`src/verilog/boot_rom.hex`:
```
// Boot ROM image for $readmemh, one 32-bit word per line, word 0 first
00000297
02028293
30529073
00001137
ff010113
000102b7
00428293
0002a303
00030663
000280e7
0000006f
10500073
ffdff06f
5e5c0001
a5a5c3c3
0badf00d

```
`src/verilog/ao_periph_pkg.sv`:
```
/* Always-on peripheral map
   Peripheral indices and register offsets of the subsystem */
`default_nettype none

package ao_periph_pkg;

  localparam int unsigned AO_PERIPHERALS = 4;
  localparam int unsigned PERIPH_SEL_WIDTH = 2;

  // Index taken from address bits 11:8
  localparam int unsigned SOC_CTRL_IDX = 0;
  localparam int unsigned BOOT_ROM_IDX = 1;
  localparam int unsigned POWER_MANAGER_IDX = 2;
  localparam int unsigned TIMER_IDX = 3;

  // SoC control
  localparam logic [7:0] SOC_EXIT_VALID = 8'h00;
  localparam logic [7:0] SOC_EXIT_VALUE = 8'h04;
  localparam logic [7:0] SOC_BOOT_SELECT = 8'h08;
  localparam logic [7:0] SOC_SCRATCH = 8'h0C;

  // Power manager
  localparam logic [7:0] PM_CTRL = 8'h00;
  localparam logic [7:0] PM_STATUS = 8'h04;

  // Timer
  localparam logic [7:0] TIMER_CTRL = 8'h00;
  localparam logic [7:0] TIMER_PRESCALE = 8'h04;
  localparam logic [7:0] TIMER_COUNT = 8'h08;
  localparam logic [7:0] TIMER_COMPARE = 8'h0C;

endpackage

`default_nettype wire

```
`src/verilog/obi_pkg.sv`:
```
/* OBI bus types
   Request and response of the OBI ports and of the internal register bus */
`default_nettype none

package obi_pkg;

  typedef struct packed {
    logic        req;
    logic        we;
    logic [3:0]  be;
    logic [31:0] addr;
    logic [31:0] wdata;
  } obi_req_t;

  typedef struct packed {
    logic        gnt;
    logic        rvalid;
    logic        err;
    logic [31:0] rdata;
  } obi_resp_t;

  typedef struct packed {
    logic        valid;
    logic        write;
    logic [3:0]  wstrb;
    logic [31:0] addr;
    logic [31:0] wdata;
  } reg_req_t;

  typedef struct packed {
    logic [31:0] rdata;
    logic        error;
  } reg_rsp_t;

  // Byte-wise merge of a register write
  function automatic logic [31:0] apply_wstrb(input logic [31:0] old_val,
                                              input logic [31:0] new_val,
                                              input logic [3:0]  strb);
    logic [31:0] res;
    res = old_val;
    for (int b = 0; b < 4; b++) begin
      if (strb[b]) begin
        res[8*b +: 8] = new_val[8*b +: 8];
      end
    end
    return res;
  endfunction

endpackage

`default_nettype wire
```
`src/verilog/ao_peripheral_subsystem.sv`:
```
/* Always-on peripheral subsystem
   Core and debug OBI ports share a register bus to the AO peripherals */
`timescale 1ns/1ns
`default_nettype none

module ao_peripheral_subsystem
  import obi_pkg::*;
  import ao_periph_pkg::*;
#(
  parameter int unsigned BootRomWords = 16,
  parameter int unsigned TimerWidth = 32
) (
  input  logic        clk_i,
  input  logic        rst_i,
  input  obi_req_t    core_req_i,
  output obi_resp_t   core_resp_o,
  input  obi_req_t    dbg_req_i,
  output obi_resp_t   dbg_resp_o,
  input  logic        boot_select_i,
  output logic        exit_valid_o,
  output logic [31:0] exit_value_o,
  output logic        power_gate_core_o,
  output logic        cpu_rst_o,
  output logic        timer_irq_o
);

  obi_req_t  arb_req;
  obi_resp_t arb_resp;
  reg_req_t  bus_req;
  reg_rsp_t  bus_rsp;
  logic      timer_irq;

  reg_req_t [AO_PERIPHERALS-1:0] periph_req;
  reg_rsp_t [AO_PERIPHERALS-1:0] periph_rsp;

  obi_arbiter obi_arbiter_i (
    .clk_i,
    .rst_i,
    .req0_i (core_req_i),
    .req1_i (dbg_req_i),
    .resp0_o(core_resp_o),
    .resp1_o(dbg_resp_o),
    .req_o  (arb_req),
    .resp_i (arb_resp)
  );

  obi_to_reg obi_to_reg_i (
    .clk_i,
    .rst_i,
    .obi_req_i (arb_req),
    .obi_resp_o(arb_resp),
    .reg_req_o (bus_req),
    .reg_rsp_i (bus_rsp)
  );

  reg_demux reg_demux_i (
    .reg_req_i   (bus_req),
    .reg_rsp_o   (bus_rsp),
    .periph_req_o(periph_req),
    .periph_rsp_i(periph_rsp)
  );

  soc_ctrl soc_ctrl_i (
    .clk_i,
    .rst_i,
    .reg_req_i(periph_req[SOC_CTRL_IDX]),
    .reg_rsp_o(periph_rsp[SOC_CTRL_IDX]),
    .boot_select_i,
    .exit_valid_o,
    .exit_value_o
  );

  boot_rom #(
    .BootRomWords(BootRomWords)
  ) boot_rom_i (
    .reg_req_i(periph_req[BOOT_ROM_IDX]),
    .reg_rsp_o(periph_rsp[BOOT_ROM_IDX])
  );

  power_manager power_manager_i (
    .clk_i,
    .rst_i,
    .reg_req_i (periph_req[POWER_MANAGER_IDX]),
    .reg_rsp_o (periph_rsp[POWER_MANAGER_IDX]),
    .wake_irq_i(timer_irq),
    .power_gate_core_o,
    .cpu_rst_o
  );

  ao_timer #(
    .TimerWidth(TimerWidth)
  ) ao_timer_i (
    .clk_i,
    .rst_i,
    .reg_req_i(periph_req[TIMER_IDX]),
    .reg_rsp_o(periph_rsp[TIMER_IDX]),
    .irq_o    (timer_irq)
  );

  assign timer_irq_o = timer_irq;

endmodule

`default_nettype wire

```
`src/verilog/ao_timer.sv`:
```
/* Always-on timer
   Prescaled up-counter with a level compare interrupt */
`timescale 1ns/1ns
`default_nettype none

module ao_timer
  import obi_pkg::*;
  import ao_periph_pkg::*;
#(
  parameter int unsigned TimerWidth = 32
) (
  input  logic     clk_i,
  input  logic     rst_i,
  input  reg_req_t reg_req_i,
  output reg_rsp_t reg_rsp_o,
  output logic     irq_o
);

  logic                  enable_q;
  logic [TimerWidth-1:0] prescale_q;
  logic [TimerWidth-1:0] presc_cnt_q;
  logic [TimerWidth-1:0] count_q;
  logic [TimerWidth-1:0] compare_q;
  logic                  irq_q;
  logic                  wr_en;
  logic [7:0]            offset;
  logic [31:0]           wdata;
  logic [3:0]            wstrb;

  assign wr_en = reg_req_i.valid & reg_req_i.write;
  assign offset = reg_req_i.addr[7:0];
  assign wdata = reg_req_i.wdata;
  assign wstrb = reg_req_i.wstrb;

  always_ff @(posedge clk_i) begin
    if (rst_i) begin
      enable_q <= 1'b0;
      prescale_q <= '0;
      presc_cnt_q <= '0;
      count_q <= '0;
      compare_q <= '0;
      irq_q <= 1'b0;
    end else begin
      if (!enable_q) begin
        presc_cnt_q <= '0;
      end else if (presc_cnt_q == prescale_q) begin
        presc_cnt_q <= '0;
        count_q <= count_q + 1'b1;
      end else begin
        presc_cnt_q <= presc_cnt_q + 1'b1;
      end
      // Register writes win over the increment
      if (wr_en) begin
        case (offset)
          TIMER_CTRL: begin
            if (wstrb[0]) begin
              enable_q <= wdata[0];
            end
          end
          TIMER_PRESCALE: prescale_q <= TimerWidth'(apply_wstrb(32'(prescale_q), wdata, wstrb));
          TIMER_COUNT:    count_q <= TimerWidth'(apply_wstrb(32'(count_q), wdata, wstrb));
          TIMER_COMPARE:  compare_q <= TimerWidth'(apply_wstrb(32'(compare_q), wdata, wstrb));
          default: ;
        endcase
      end
      irq_q <= enable_q & (count_q >= compare_q);
    end
  end

  always_comb begin
    reg_rsp_o.error = 1'b0;
    case (offset)
      TIMER_CTRL:     reg_rsp_o.rdata = {31'b0, enable_q};
      TIMER_PRESCALE: reg_rsp_o.rdata = 32'(prescale_q);
      TIMER_COUNT:    reg_rsp_o.rdata = 32'(count_q);
      TIMER_COMPARE:  reg_rsp_o.rdata = 32'(compare_q);
      default:        reg_rsp_o.rdata = '0;
    endcase
  end

  assign irq_o = irq_q;

endmodule

`default_nettype wire

```
`src/verilog/power_manager.sv`:
```
/* Power manager
   Holds the core in reset and power gating until a timer wake-up */
`timescale 1ns/1ns
`default_nettype none

module power_manager
  import obi_pkg::*;
  import ao_periph_pkg::*;
(
  input  logic     clk_i,
  input  logic     rst_i,
  input  reg_req_t reg_req_i,
  output reg_rsp_t reg_rsp_o,
  input  logic     wake_irq_i,
  output logic     power_gate_core_o,
  output logic     cpu_rst_o
);

  typedef enum logic [2:0] {
    PM_ACTIVE  = 3'd0,
    PM_RESET   = 3'd1,
    PM_GATED   = 3'd2,
    PM_UNGATE  = 3'd3,
    PM_RELEASE = 3'd4
  } pm_state_e;

  pm_state_e state_q;
  logic      sleep_req;

  assign sleep_req = reg_req_i.valid & reg_req_i.write & (reg_req_i.addr[7:0] == PM_CTRL) &
                     reg_req_i.wstrb[0] & reg_req_i.wdata[0];

  always_ff @(posedge clk_i) begin
    if (rst_i) begin
      state_q <= PM_ACTIVE;
    end else begin
      case (state_q)
        PM_ACTIVE: begin
          if (sleep_req) begin
            state_q <= PM_RESET;
          end
        end
        PM_RESET: state_q <= PM_GATED;
        PM_GATED: begin
          // Wait for the timer
          if (wake_irq_i) begin
            state_q <= PM_UNGATE;
          end
        end
        PM_UNGATE:  state_q <= PM_RELEASE;
        default:    state_q <= PM_ACTIVE;
      endcase
    end
  end

  assign cpu_rst_o = (state_q == PM_RESET) || (state_q == PM_GATED) || (state_q == PM_UNGATE);
  assign power_gate_core_o = (state_q == PM_GATED);

  always_comb begin
    reg_rsp_o.error = 1'b0;
    reg_rsp_o.rdata = '0;
    if (reg_req_i.addr[7:0] == PM_STATUS) begin
      reg_rsp_o.rdata = {29'b0, state_q};
    end
  end

endmodule

`default_nettype wire

```
`src/verilog/boot_rom.sv`:
```
/* Boot ROM
   Word-addressed read-only memory filled from a hex image */
`timescale 1ns/1ns
`default_nettype none

module boot_rom
  import obi_pkg::*;
#(
  parameter int unsigned BootRomWords = 16
) (
  input  reg_req_t reg_req_i,
  output reg_rsp_t reg_rsp_o
);

  localparam int unsigned AddrBits = $clog2(BootRomWords);

  logic [31:0]         rom_mem [BootRomWords];
  logic [AddrBits-1:0] word_idx;

  initial begin
    $readmemh("/design/src/verilog/boot_rom.hex", rom_mem);
  end

  // Wraps modulo the ROM size
  assign word_idx = reg_req_i.addr[AddrBits+1:2];

  assign reg_rsp_o.rdata = rom_mem[word_idx];
  assign reg_rsp_o.error = reg_req_i.valid & reg_req_i.write;

endmodule

`default_nettype wire

```
`src/verilog/soc_ctrl.sv`:
```
/* SoC control registers
   Exit status, boot select and a scratch word */
`timescale 1ns/1ns
`default_nettype none

module soc_ctrl
  import obi_pkg::*;
  import ao_periph_pkg::*;
(
  input  logic        clk_i,
  input  logic        rst_i,
  input  reg_req_t    reg_req_i,
  output reg_rsp_t    reg_rsp_o,
  input  logic        boot_select_i,
  output logic        exit_valid_o,
  output logic [31:0] exit_value_o
);

  logic        exit_valid_q;
  logic [31:0] exit_value_q;
  logic [31:0] scratch_q;
  logic        wr_en;
  logic [7:0]  offset;

  assign wr_en = reg_req_i.valid & reg_req_i.write;
  assign offset = reg_req_i.addr[7:0];

  always_ff @(posedge clk_i) begin
    if (rst_i) begin
      exit_valid_q <= 1'b0;
      exit_value_q <= '0;
      scratch_q <= '0;
    end else if (wr_en) begin
      if (offset == SOC_EXIT_VALID && reg_req_i.wstrb[0]) begin
        exit_valid_q <= reg_req_i.wdata[0];
      end
      if (offset == SOC_EXIT_VALUE) begin
        exit_value_q <= apply_wstrb(exit_value_q, reg_req_i.wdata, reg_req_i.wstrb);
      end
      if (offset == SOC_SCRATCH) begin
        scratch_q <= apply_wstrb(scratch_q, reg_req_i.wdata, reg_req_i.wstrb);
      end
    end
  end

  always_comb begin
    reg_rsp_o.error = 1'b0;
    case (offset)
      SOC_EXIT_VALID:  reg_rsp_o.rdata = {31'b0, exit_valid_q};
      SOC_EXIT_VALUE:  reg_rsp_o.rdata = exit_value_q;
      SOC_BOOT_SELECT: reg_rsp_o.rdata = {31'b0, boot_select_i};
      SOC_SCRATCH:     reg_rsp_o.rdata = scratch_q;
      default:         reg_rsp_o.rdata = '0;
    endcase
  end

  assign exit_valid_o = exit_valid_q;
  assign exit_value_o = exit_value_q;

endmodule

`default_nettype wire

```
`src/verilog/reg_demux.sv`:
```
/* Register bus demultiplexer
   Routes an access to one peripheral and flags unmapped indices */
`timescale 1ns/1ns
`default_nettype none

module reg_demux
  import obi_pkg::*;
  import ao_periph_pkg::*;
(
  input  reg_req_t                      reg_req_i,
  output reg_rsp_t                      reg_rsp_o,
  output reg_req_t [AO_PERIPHERALS-1:0] periph_req_o,
  input  reg_rsp_t [AO_PERIPHERALS-1:0] periph_rsp_i
);

  logic [3:0]                  periph_idx;
  logic [PERIPH_SEL_WIDTH-1:0] periph_sel;
  logic                        in_range;

  assign periph_idx = reg_req_i.addr[11:8];
  assign periph_sel = periph_idx[PERIPH_SEL_WIDTH-1:0];
  assign in_range = (periph_idx < 4'(AO_PERIPHERALS));

  // Only the selected port sees valid
  always_comb begin
    for (int i = 0; i < AO_PERIPHERALS; i++) begin
      periph_req_o[i] = reg_req_i;
      periph_req_o[i].valid = reg_req_i.valid & in_range &
                              (periph_sel == PERIPH_SEL_WIDTH'(i));
    end
  end

  always_comb begin
    if (in_range) begin
      reg_rsp_o = periph_rsp_i[periph_sel];
    end else begin
      // Decode error
      reg_rsp_o.rdata = '0;
      reg_rsp_o.error = 1'b1;
    end
  end

endmodule

`default_nettype wire

```
`src/verilog/obi_to_reg.sv`:
```
/* OBI to register bus converter
   Grants each request at once and returns the response one cycle later */
`timescale 1ns/1ns
`default_nettype none

module obi_to_reg
  import obi_pkg::*;
(
  input  logic      clk_i,
  input  logic      rst_i,
  input  obi_req_t  obi_req_i,
  output obi_resp_t obi_resp_o,
  output reg_req_t  reg_req_o,
  input  reg_rsp_t  reg_rsp_i
);

  logic        rvalid_q;
  logic        err_q;
  logic [31:0] rdata_q;

  always_comb begin
    reg_req_o.valid = obi_req_i.req;
    reg_req_o.write = obi_req_i.we;
    reg_req_o.wstrb = obi_req_i.be;
    reg_req_o.addr = obi_req_i.addr;
    reg_req_o.wdata = obi_req_i.wdata;
  end

  always_ff @(posedge clk_i) begin
    if (rst_i) begin
      rvalid_q <= 1'b0;
    end else begin
      rvalid_q <= obi_req_i.req;
    end
  end

  // Response data of the granted access
  always_ff @(posedge clk_i) begin
    if (obi_req_i.req) begin
      rdata_q <= reg_rsp_i.rdata;
      err_q <= reg_rsp_i.error;
    end
  end

  always_comb begin
    obi_resp_o.gnt = obi_req_i.req;
    obi_resp_o.rvalid = rvalid_q;
    obi_resp_o.err = err_q;
    obi_resp_o.rdata = rdata_q;
  end

endmodule

`default_nettype wire

```
`src/verilog/obi_arbiter.sv`:
```
/* Round-robin arbiter for two OBI masters
   Forwards the winning request and routes the response back to it */
`timescale 1ns/1ns
`default_nettype none

module obi_arbiter
  import obi_pkg::*;
(
  input  logic      clk_i,
  input  logic      rst_i,
  input  obi_req_t  req0_i,
  input  obi_req_t  req1_i,
  output obi_resp_t resp0_o,
  output obi_resp_t resp1_o,
  output obi_req_t  req_o,
  input  obi_resp_t resp_i
);

  logic sel;
  logic prio1_q;
  logic rsp_sel_q;

  // Port 1 wins alone or when it holds priority
  always_comb begin
    if (req0_i.req && req1_i.req) begin
      sel = prio1_q;
    end else begin
      sel = req1_i.req;
    end
  end

  assign req_o = sel ? req1_i : req0_i;

  always_comb begin
    resp0_o = '0;
    resp1_o = '0;
    resp0_o.gnt = resp_i.gnt & ~sel;
    resp1_o.gnt = resp_i.gnt & sel;
    if (resp_i.rvalid) begin
      if (rsp_sel_q) begin
        resp1_o.rvalid = 1'b1;
        resp1_o.err = resp_i.err;
        resp1_o.rdata = resp_i.rdata;
      end else begin
        resp0_o.rvalid = 1'b1;
        resp0_o.err = resp_i.err;
        resp0_o.rdata = resp_i.rdata;
      end
    end
  end

  always_ff @(posedge clk_i) begin
    if (rst_i) begin
      prio1_q <= 1'b0;
      rsp_sel_q <= 1'b0;
    end else if (resp_i.gnt) begin
      prio1_q <= ~sel;
      rsp_sel_q <= sel;
    end
  end

endmodule

`default_nettype wire

```
`config.mk`:
```
export PLATFORM = sky130hd
export DESIGN_NAME = ao_peripheral_subsystem
export DESIGN_NICKNAME = d
export VERILOG_FILES = /design/src/verilog/ao_periph_pkg.sv /design/src/verilog/obi_pkg.sv /design/src/verilog/ao_peripheral_subsystem.sv /design/src/verilog/ao_timer.sv /design/src/verilog/power_manager.sv /design/src/verilog/boot_rom.sv /design/src/verilog/soc_ctrl.sv /design/src/verilog/reg_demux.sv /design/src/verilog/obi_to_reg.sv /design/src/verilog/obi_arbiter.sv
export SDC_FILE = /design/constraint.sdc
export NUM_CORES = 1
export LEC_CHECK = 0
export BUFFER_PORTS_ARGS = -buffer_cell sky130_fd_sc_hd__buf_2
export CAP_MARGIN = 20
export CORE_MARGIN = 4
export CORE_UTILIZATION = 50
export DETAILED_ROUTE_END_ITERATION = 16
export GPL_ROUTABILITY_DRIVEN = 0
export PLACE_DENSITY = 0.77
export SYNTH_ARGS = -nofsm -noshare
export SYNTH_HDL_FRONTEND = slang
export SYNTH_HIERARCHICAL = 1
export SYNTH_SLANG_ARGS = --single-unit
export TNS_END_PERCENT = 50
```
`constraint.sdc`:
```
create_clock -name clk_i -period 4.1 [get_ports clk_i]
set_input_delay 0.82 -clock clk_i [delete_from_list [all_inputs] [get_ports clk_i]]
set_output_delay 0.82 -clock clk_i [all_outputs]
set_load 0.1 [all_outputs]
```
; ---- Word level (Yosys, flattened, before mapping)
; Cells that the tools add are included.
[totals]
register_bits = 234
input_bits = 143
out_inout_bits = 106
word_cells = 117
[op_classes]
n_addsub = 2
n_lt_le_gt_ge = 3
eq_ne = 16
n_mux = 22
n_bitwise = 17
n_reduce_logical = 27
[op_table]
columns = cell, n
row1 = $pmux 32 s4, 2
row2 = $mux 34, 4
row3 = $mux 32, 4
row4 = $mux 70, 1
row5 = $bmux 33 s2, 1
row6 = $add 32x1->32 const B, 2
row7 = $reduce_and 3->1, 17
row8 = $mux 33, 1
row9 = $eq 32x32->1, 1
row10 = $ge 32x32->1, 1
row11 = $mux 8, 4
row12 = $eq 8x4->1 const B, 2
row13 = $and 1x1->1, 15
row14 = $ne 3x3->1 const B, 4
row15 = $pmux 3 s4, 1
row16 = $mux 3, 3
row17 = $eq 8x3->1 const B, 1
row18 = $logic_not 8->1, 1
row19 = $eq 3x2->1 const B, 2
row20 = $eq 2x2->1 const B, 2
row21 = $lt 4x3->1 const B, 1
row22 = $ne 2x1->1 const B, 2
row23 = $reduce_and 2->1, 2
row24 = $eq 3x1->1 const B, 1
row25 = other kinds (9), 12

; ---- Longest topological paths before layout
[depth]
ltp_word = 12
mapped_depth = 18
depth_no_buf = 11

; ---- By module
; The synthesis kept the hierarchy.
[by_module_without_submodules]
columns = mod, instances, cells_per_inst, area_per_inst_um2, seq_area_each_um2
row1 = ao_timer, 1, 1006, 8013.9, 2602.5
row2 = soc_ctrl, 1, 398, 3524.6, 1301.2
row3 = reg_demux, 1, 400, 3120.5, 0.0
row4 = obi_to_reg, 1, 108, 1572.8, 1011.0
row5 = obi_arbiter, 1, 166, 1437.6, 40.0
row6 = power_manager, 1, 53, 410.4, 60.1
row7 = boot_rom, 1, 34, 250.2, 0.0

; ---- Worst setup path after synthesis
; No wires, ideal clock.
[synth_path]
path_type = in2reg
start = in core_req_i[69] in the netlist's numbering
end = reg ao_timer_i.count_q[14]
setup_time_ps = 92
arrival_time_ps = 3919
required_ps = 4008
path_slack_ps = 89
cell_stages = 17
path_buffers = 6
path_cell_list = nand2b_4 nand2_4 buf_2 mux2_2 buf_4 buf_2 buf_4 buf_4 inv_1 nor3_1 and4b_1 and3_1 clkbuf_1 or3_1 nor4_1 mux2_2 nor4_1
[synth_lines]
columns = element, line
row1 = "start, declared", ao_peripheral_subsystem.sv:15  ; input obi_req_t core_req_i,
row2 = "end signal, assigned", ao_timer.sv:48  ; count_q <= count_q + 1'b1;
row3 = "end signal, assigned", ao_timer.sv:61  ; TIMER_COUNT: count_q <= TimerWidth'(apply_wstrb(32'(count_q), wdata, wstrb));
row4 = "end, declared", ao_timer.sv:22  ; logic [TimerWidth-1:0] count_q;

==> run summary <==
crit-path max cell delay: 0.86 ns
# IOs: 249
critical path class: reg -> out
Tmin final: 3.507 ns
Routed Antenna Nets: 0
commonest cells after routing, fill and taps aside: buf_2, dfxtp_1, a21oi_1
vias in the first global route: 13570
final-stage net count: 2101
total number of vias: 14330
Hold Violations, Final: 0
postcts setup bufs: 0
Crit. End Element: output pin
status: complete, no violations
clk_lat worst skew: 0.54 ns
crit path DAT: 2.69 ns
P_sw: 1.541 mW
worst slew pin tran: 1.108 ns
clk buf depth: 3
Syn Area/Cell: 8.525 sq um
r2r setup slk: 0.64 ns
largest net degree at the start of global routing: 92
CP required: 3.28 ns
clock power share: 41.6%
fill count: 2981
fin crit share: 85.53%
Row Count: 66
Layout Cells excl Fill: 2383
multi-input logic area: 9311 sq um
area grow syn2layout: 3.883%
Post-Route Utilization: 52.81%
clk slew on worst S/H paths: 0.06 ns
setup repair after global routing missed its margin: false
Final Hold Slack: 0.4677 ns
HPWL after DPL: 35.27 mm
first-pass GRT wire length: 74.90 mm
commonest non-fill, non-tap cell in the layout: buf_2
Startpoint Class: flop
CTS tree: built
CTS sink cnt: 234
Post-Syn Area: 16620 sq um
gr usage total: 25.53%
Sw Ratio: 28.51%
total of max-cap violations: 0
fin worst setup slack: 0.5934 ns
CTS buffer count: 26
P per Cell Area: 313.0 nW/um^2
first-pass detailed-route iteration total: 6
Final Routed Wirelength: 48.72 mm
htree depth: 1
Peak VDD IR: 0.0003112 V
Mapped Cells: 1950
Slew Viols, Final: 0
Synthesis Warnings: 6
Clock Skews: 0.01098 ns
starting density of the core: 50.84%
fraction of layout cells with a size suffix above 1: 22.41%
pre-CTS setup slack: 0.1788 ns
slowest CP cell: and2b_1
Rel. slew slack: 26.15%
sequential share of power: 43.9%
Placeable Area: 32700 sq um
vias per cell: 6.011
DR iter-0 viols: 1652
worst r2r path cells: 10
hold_buf cts: 0
Power, Total: 5.405 mW
Setup violations, final: 0
worst-path cell chain: and2b_1 > and2_1 > buf_2
Root Buffer: clkbuf_16
Pint: 3.864 mW
Gate power share: 14.6%
Leakage: 6.873 nW
diodes inserted: 0
Die Wd: 190.3 um
initial antenna violation count: 2
dpl cell area: 16470 sq um
grt ovf: 0
setup TNS: 0 ns
crit-path max FO: 36
Die Area: 36230 sq um
FF+latch area: 5015 sq um
WL per Instance: 20.44 um
hold-critical path depth: 2
Die Y: 190.3 um
Crit path depth: 3
CP Buf/Inv Count: 1
fmax: 285.2 MHz
Min-Delay Path Class: reg -> reg
DRC viols: 0
IO Port Bufs: 208
post-cts sizing count: 0
Finished Cell Area: 17270 sq um
placed cells: 2338
CP delay by family, top: simple AND/OR/NAND/NOR gates
[power by group through the flow]
stage / Clock (mW) / Sequential, mW / Combinational, mW
after detailed placement: 0 / 2.42 / 0.767
final: 2.25 / 2.37 / 0.788
after floorplan: 0 / 2.41 / 0.781
after global placement: 0 / 2.42 / 0.757
after global routing: 2.35 / 2.37 / 0.817
after CTS: 2.26 / 2.37 / 0.770
[tightest hold or removal path, delay by kind of cell (launching register included)]
family / cells / cell delay [ns]
and+or+nand+nor: 1 / 0.05
AOI/OAI and AO/OA: 1 / 0.05
DFF: 1 / 0.32
[registers in the layout (all words and copies together) (netlist names), 3 cells and up]
name / flops
ao_timer_i/prescale_q: 32
soc_ctrl_i/exit_value_o: 32
obi_to_reg_i/rdata_q: 32
power_manager_i/state_q: 3
ao_timer_i/presc_cnt_q: 32
ao_timer_i/count_q: 32
soc_ctrl_i/scratch_q: 32
ao_timer_i/compare_q: 32
[layout make-up]
class                   instances  area share (%)
clock inverters                12          0.4637
flip-flops and latches        234           29.04
inverters                      47           1.022
repair buffers                251           8.201
clock buffers                  33           4.159
well taps                     442           3.202
multi-input cells            1364           53.92
[per-layer routing]
metal / global-route usage [%] / up-vias / routed length (um)
met2: 39.69 / 776 / 21570
met1: 34.20 / 6710 / 19770
met3: 5.602 / 149 / 5035
li1: - / 6686 / -
met5: 0 / - / 21
met4: 11.24 / 4 / 2317
[final timing paths]
path                                               from                                     to
setup / recovery   obi_arbiter_i/rsp_sel_q$_SDFFE_PP0P_                        core_resp_o[29]
hold reg to reg   ao_timer_i/compare_q[18]$_SDFFE_PP0P_  ao_timer_i/compare_q[18]$_SDFFE_PP0P_
setup reg to reg     obi_arbiter_i/prio1_q$_SDFFE_PP0P_    ao_timer_i/count_q[18]$_SDFFE_PP0P_
hold / removal    ao_timer_i/compare_q[18]$_SDFFE_PP0P_  ao_timer_i/compare_q[18]$_SDFFE_PP0P_
(Power assumes the default switching activity.)
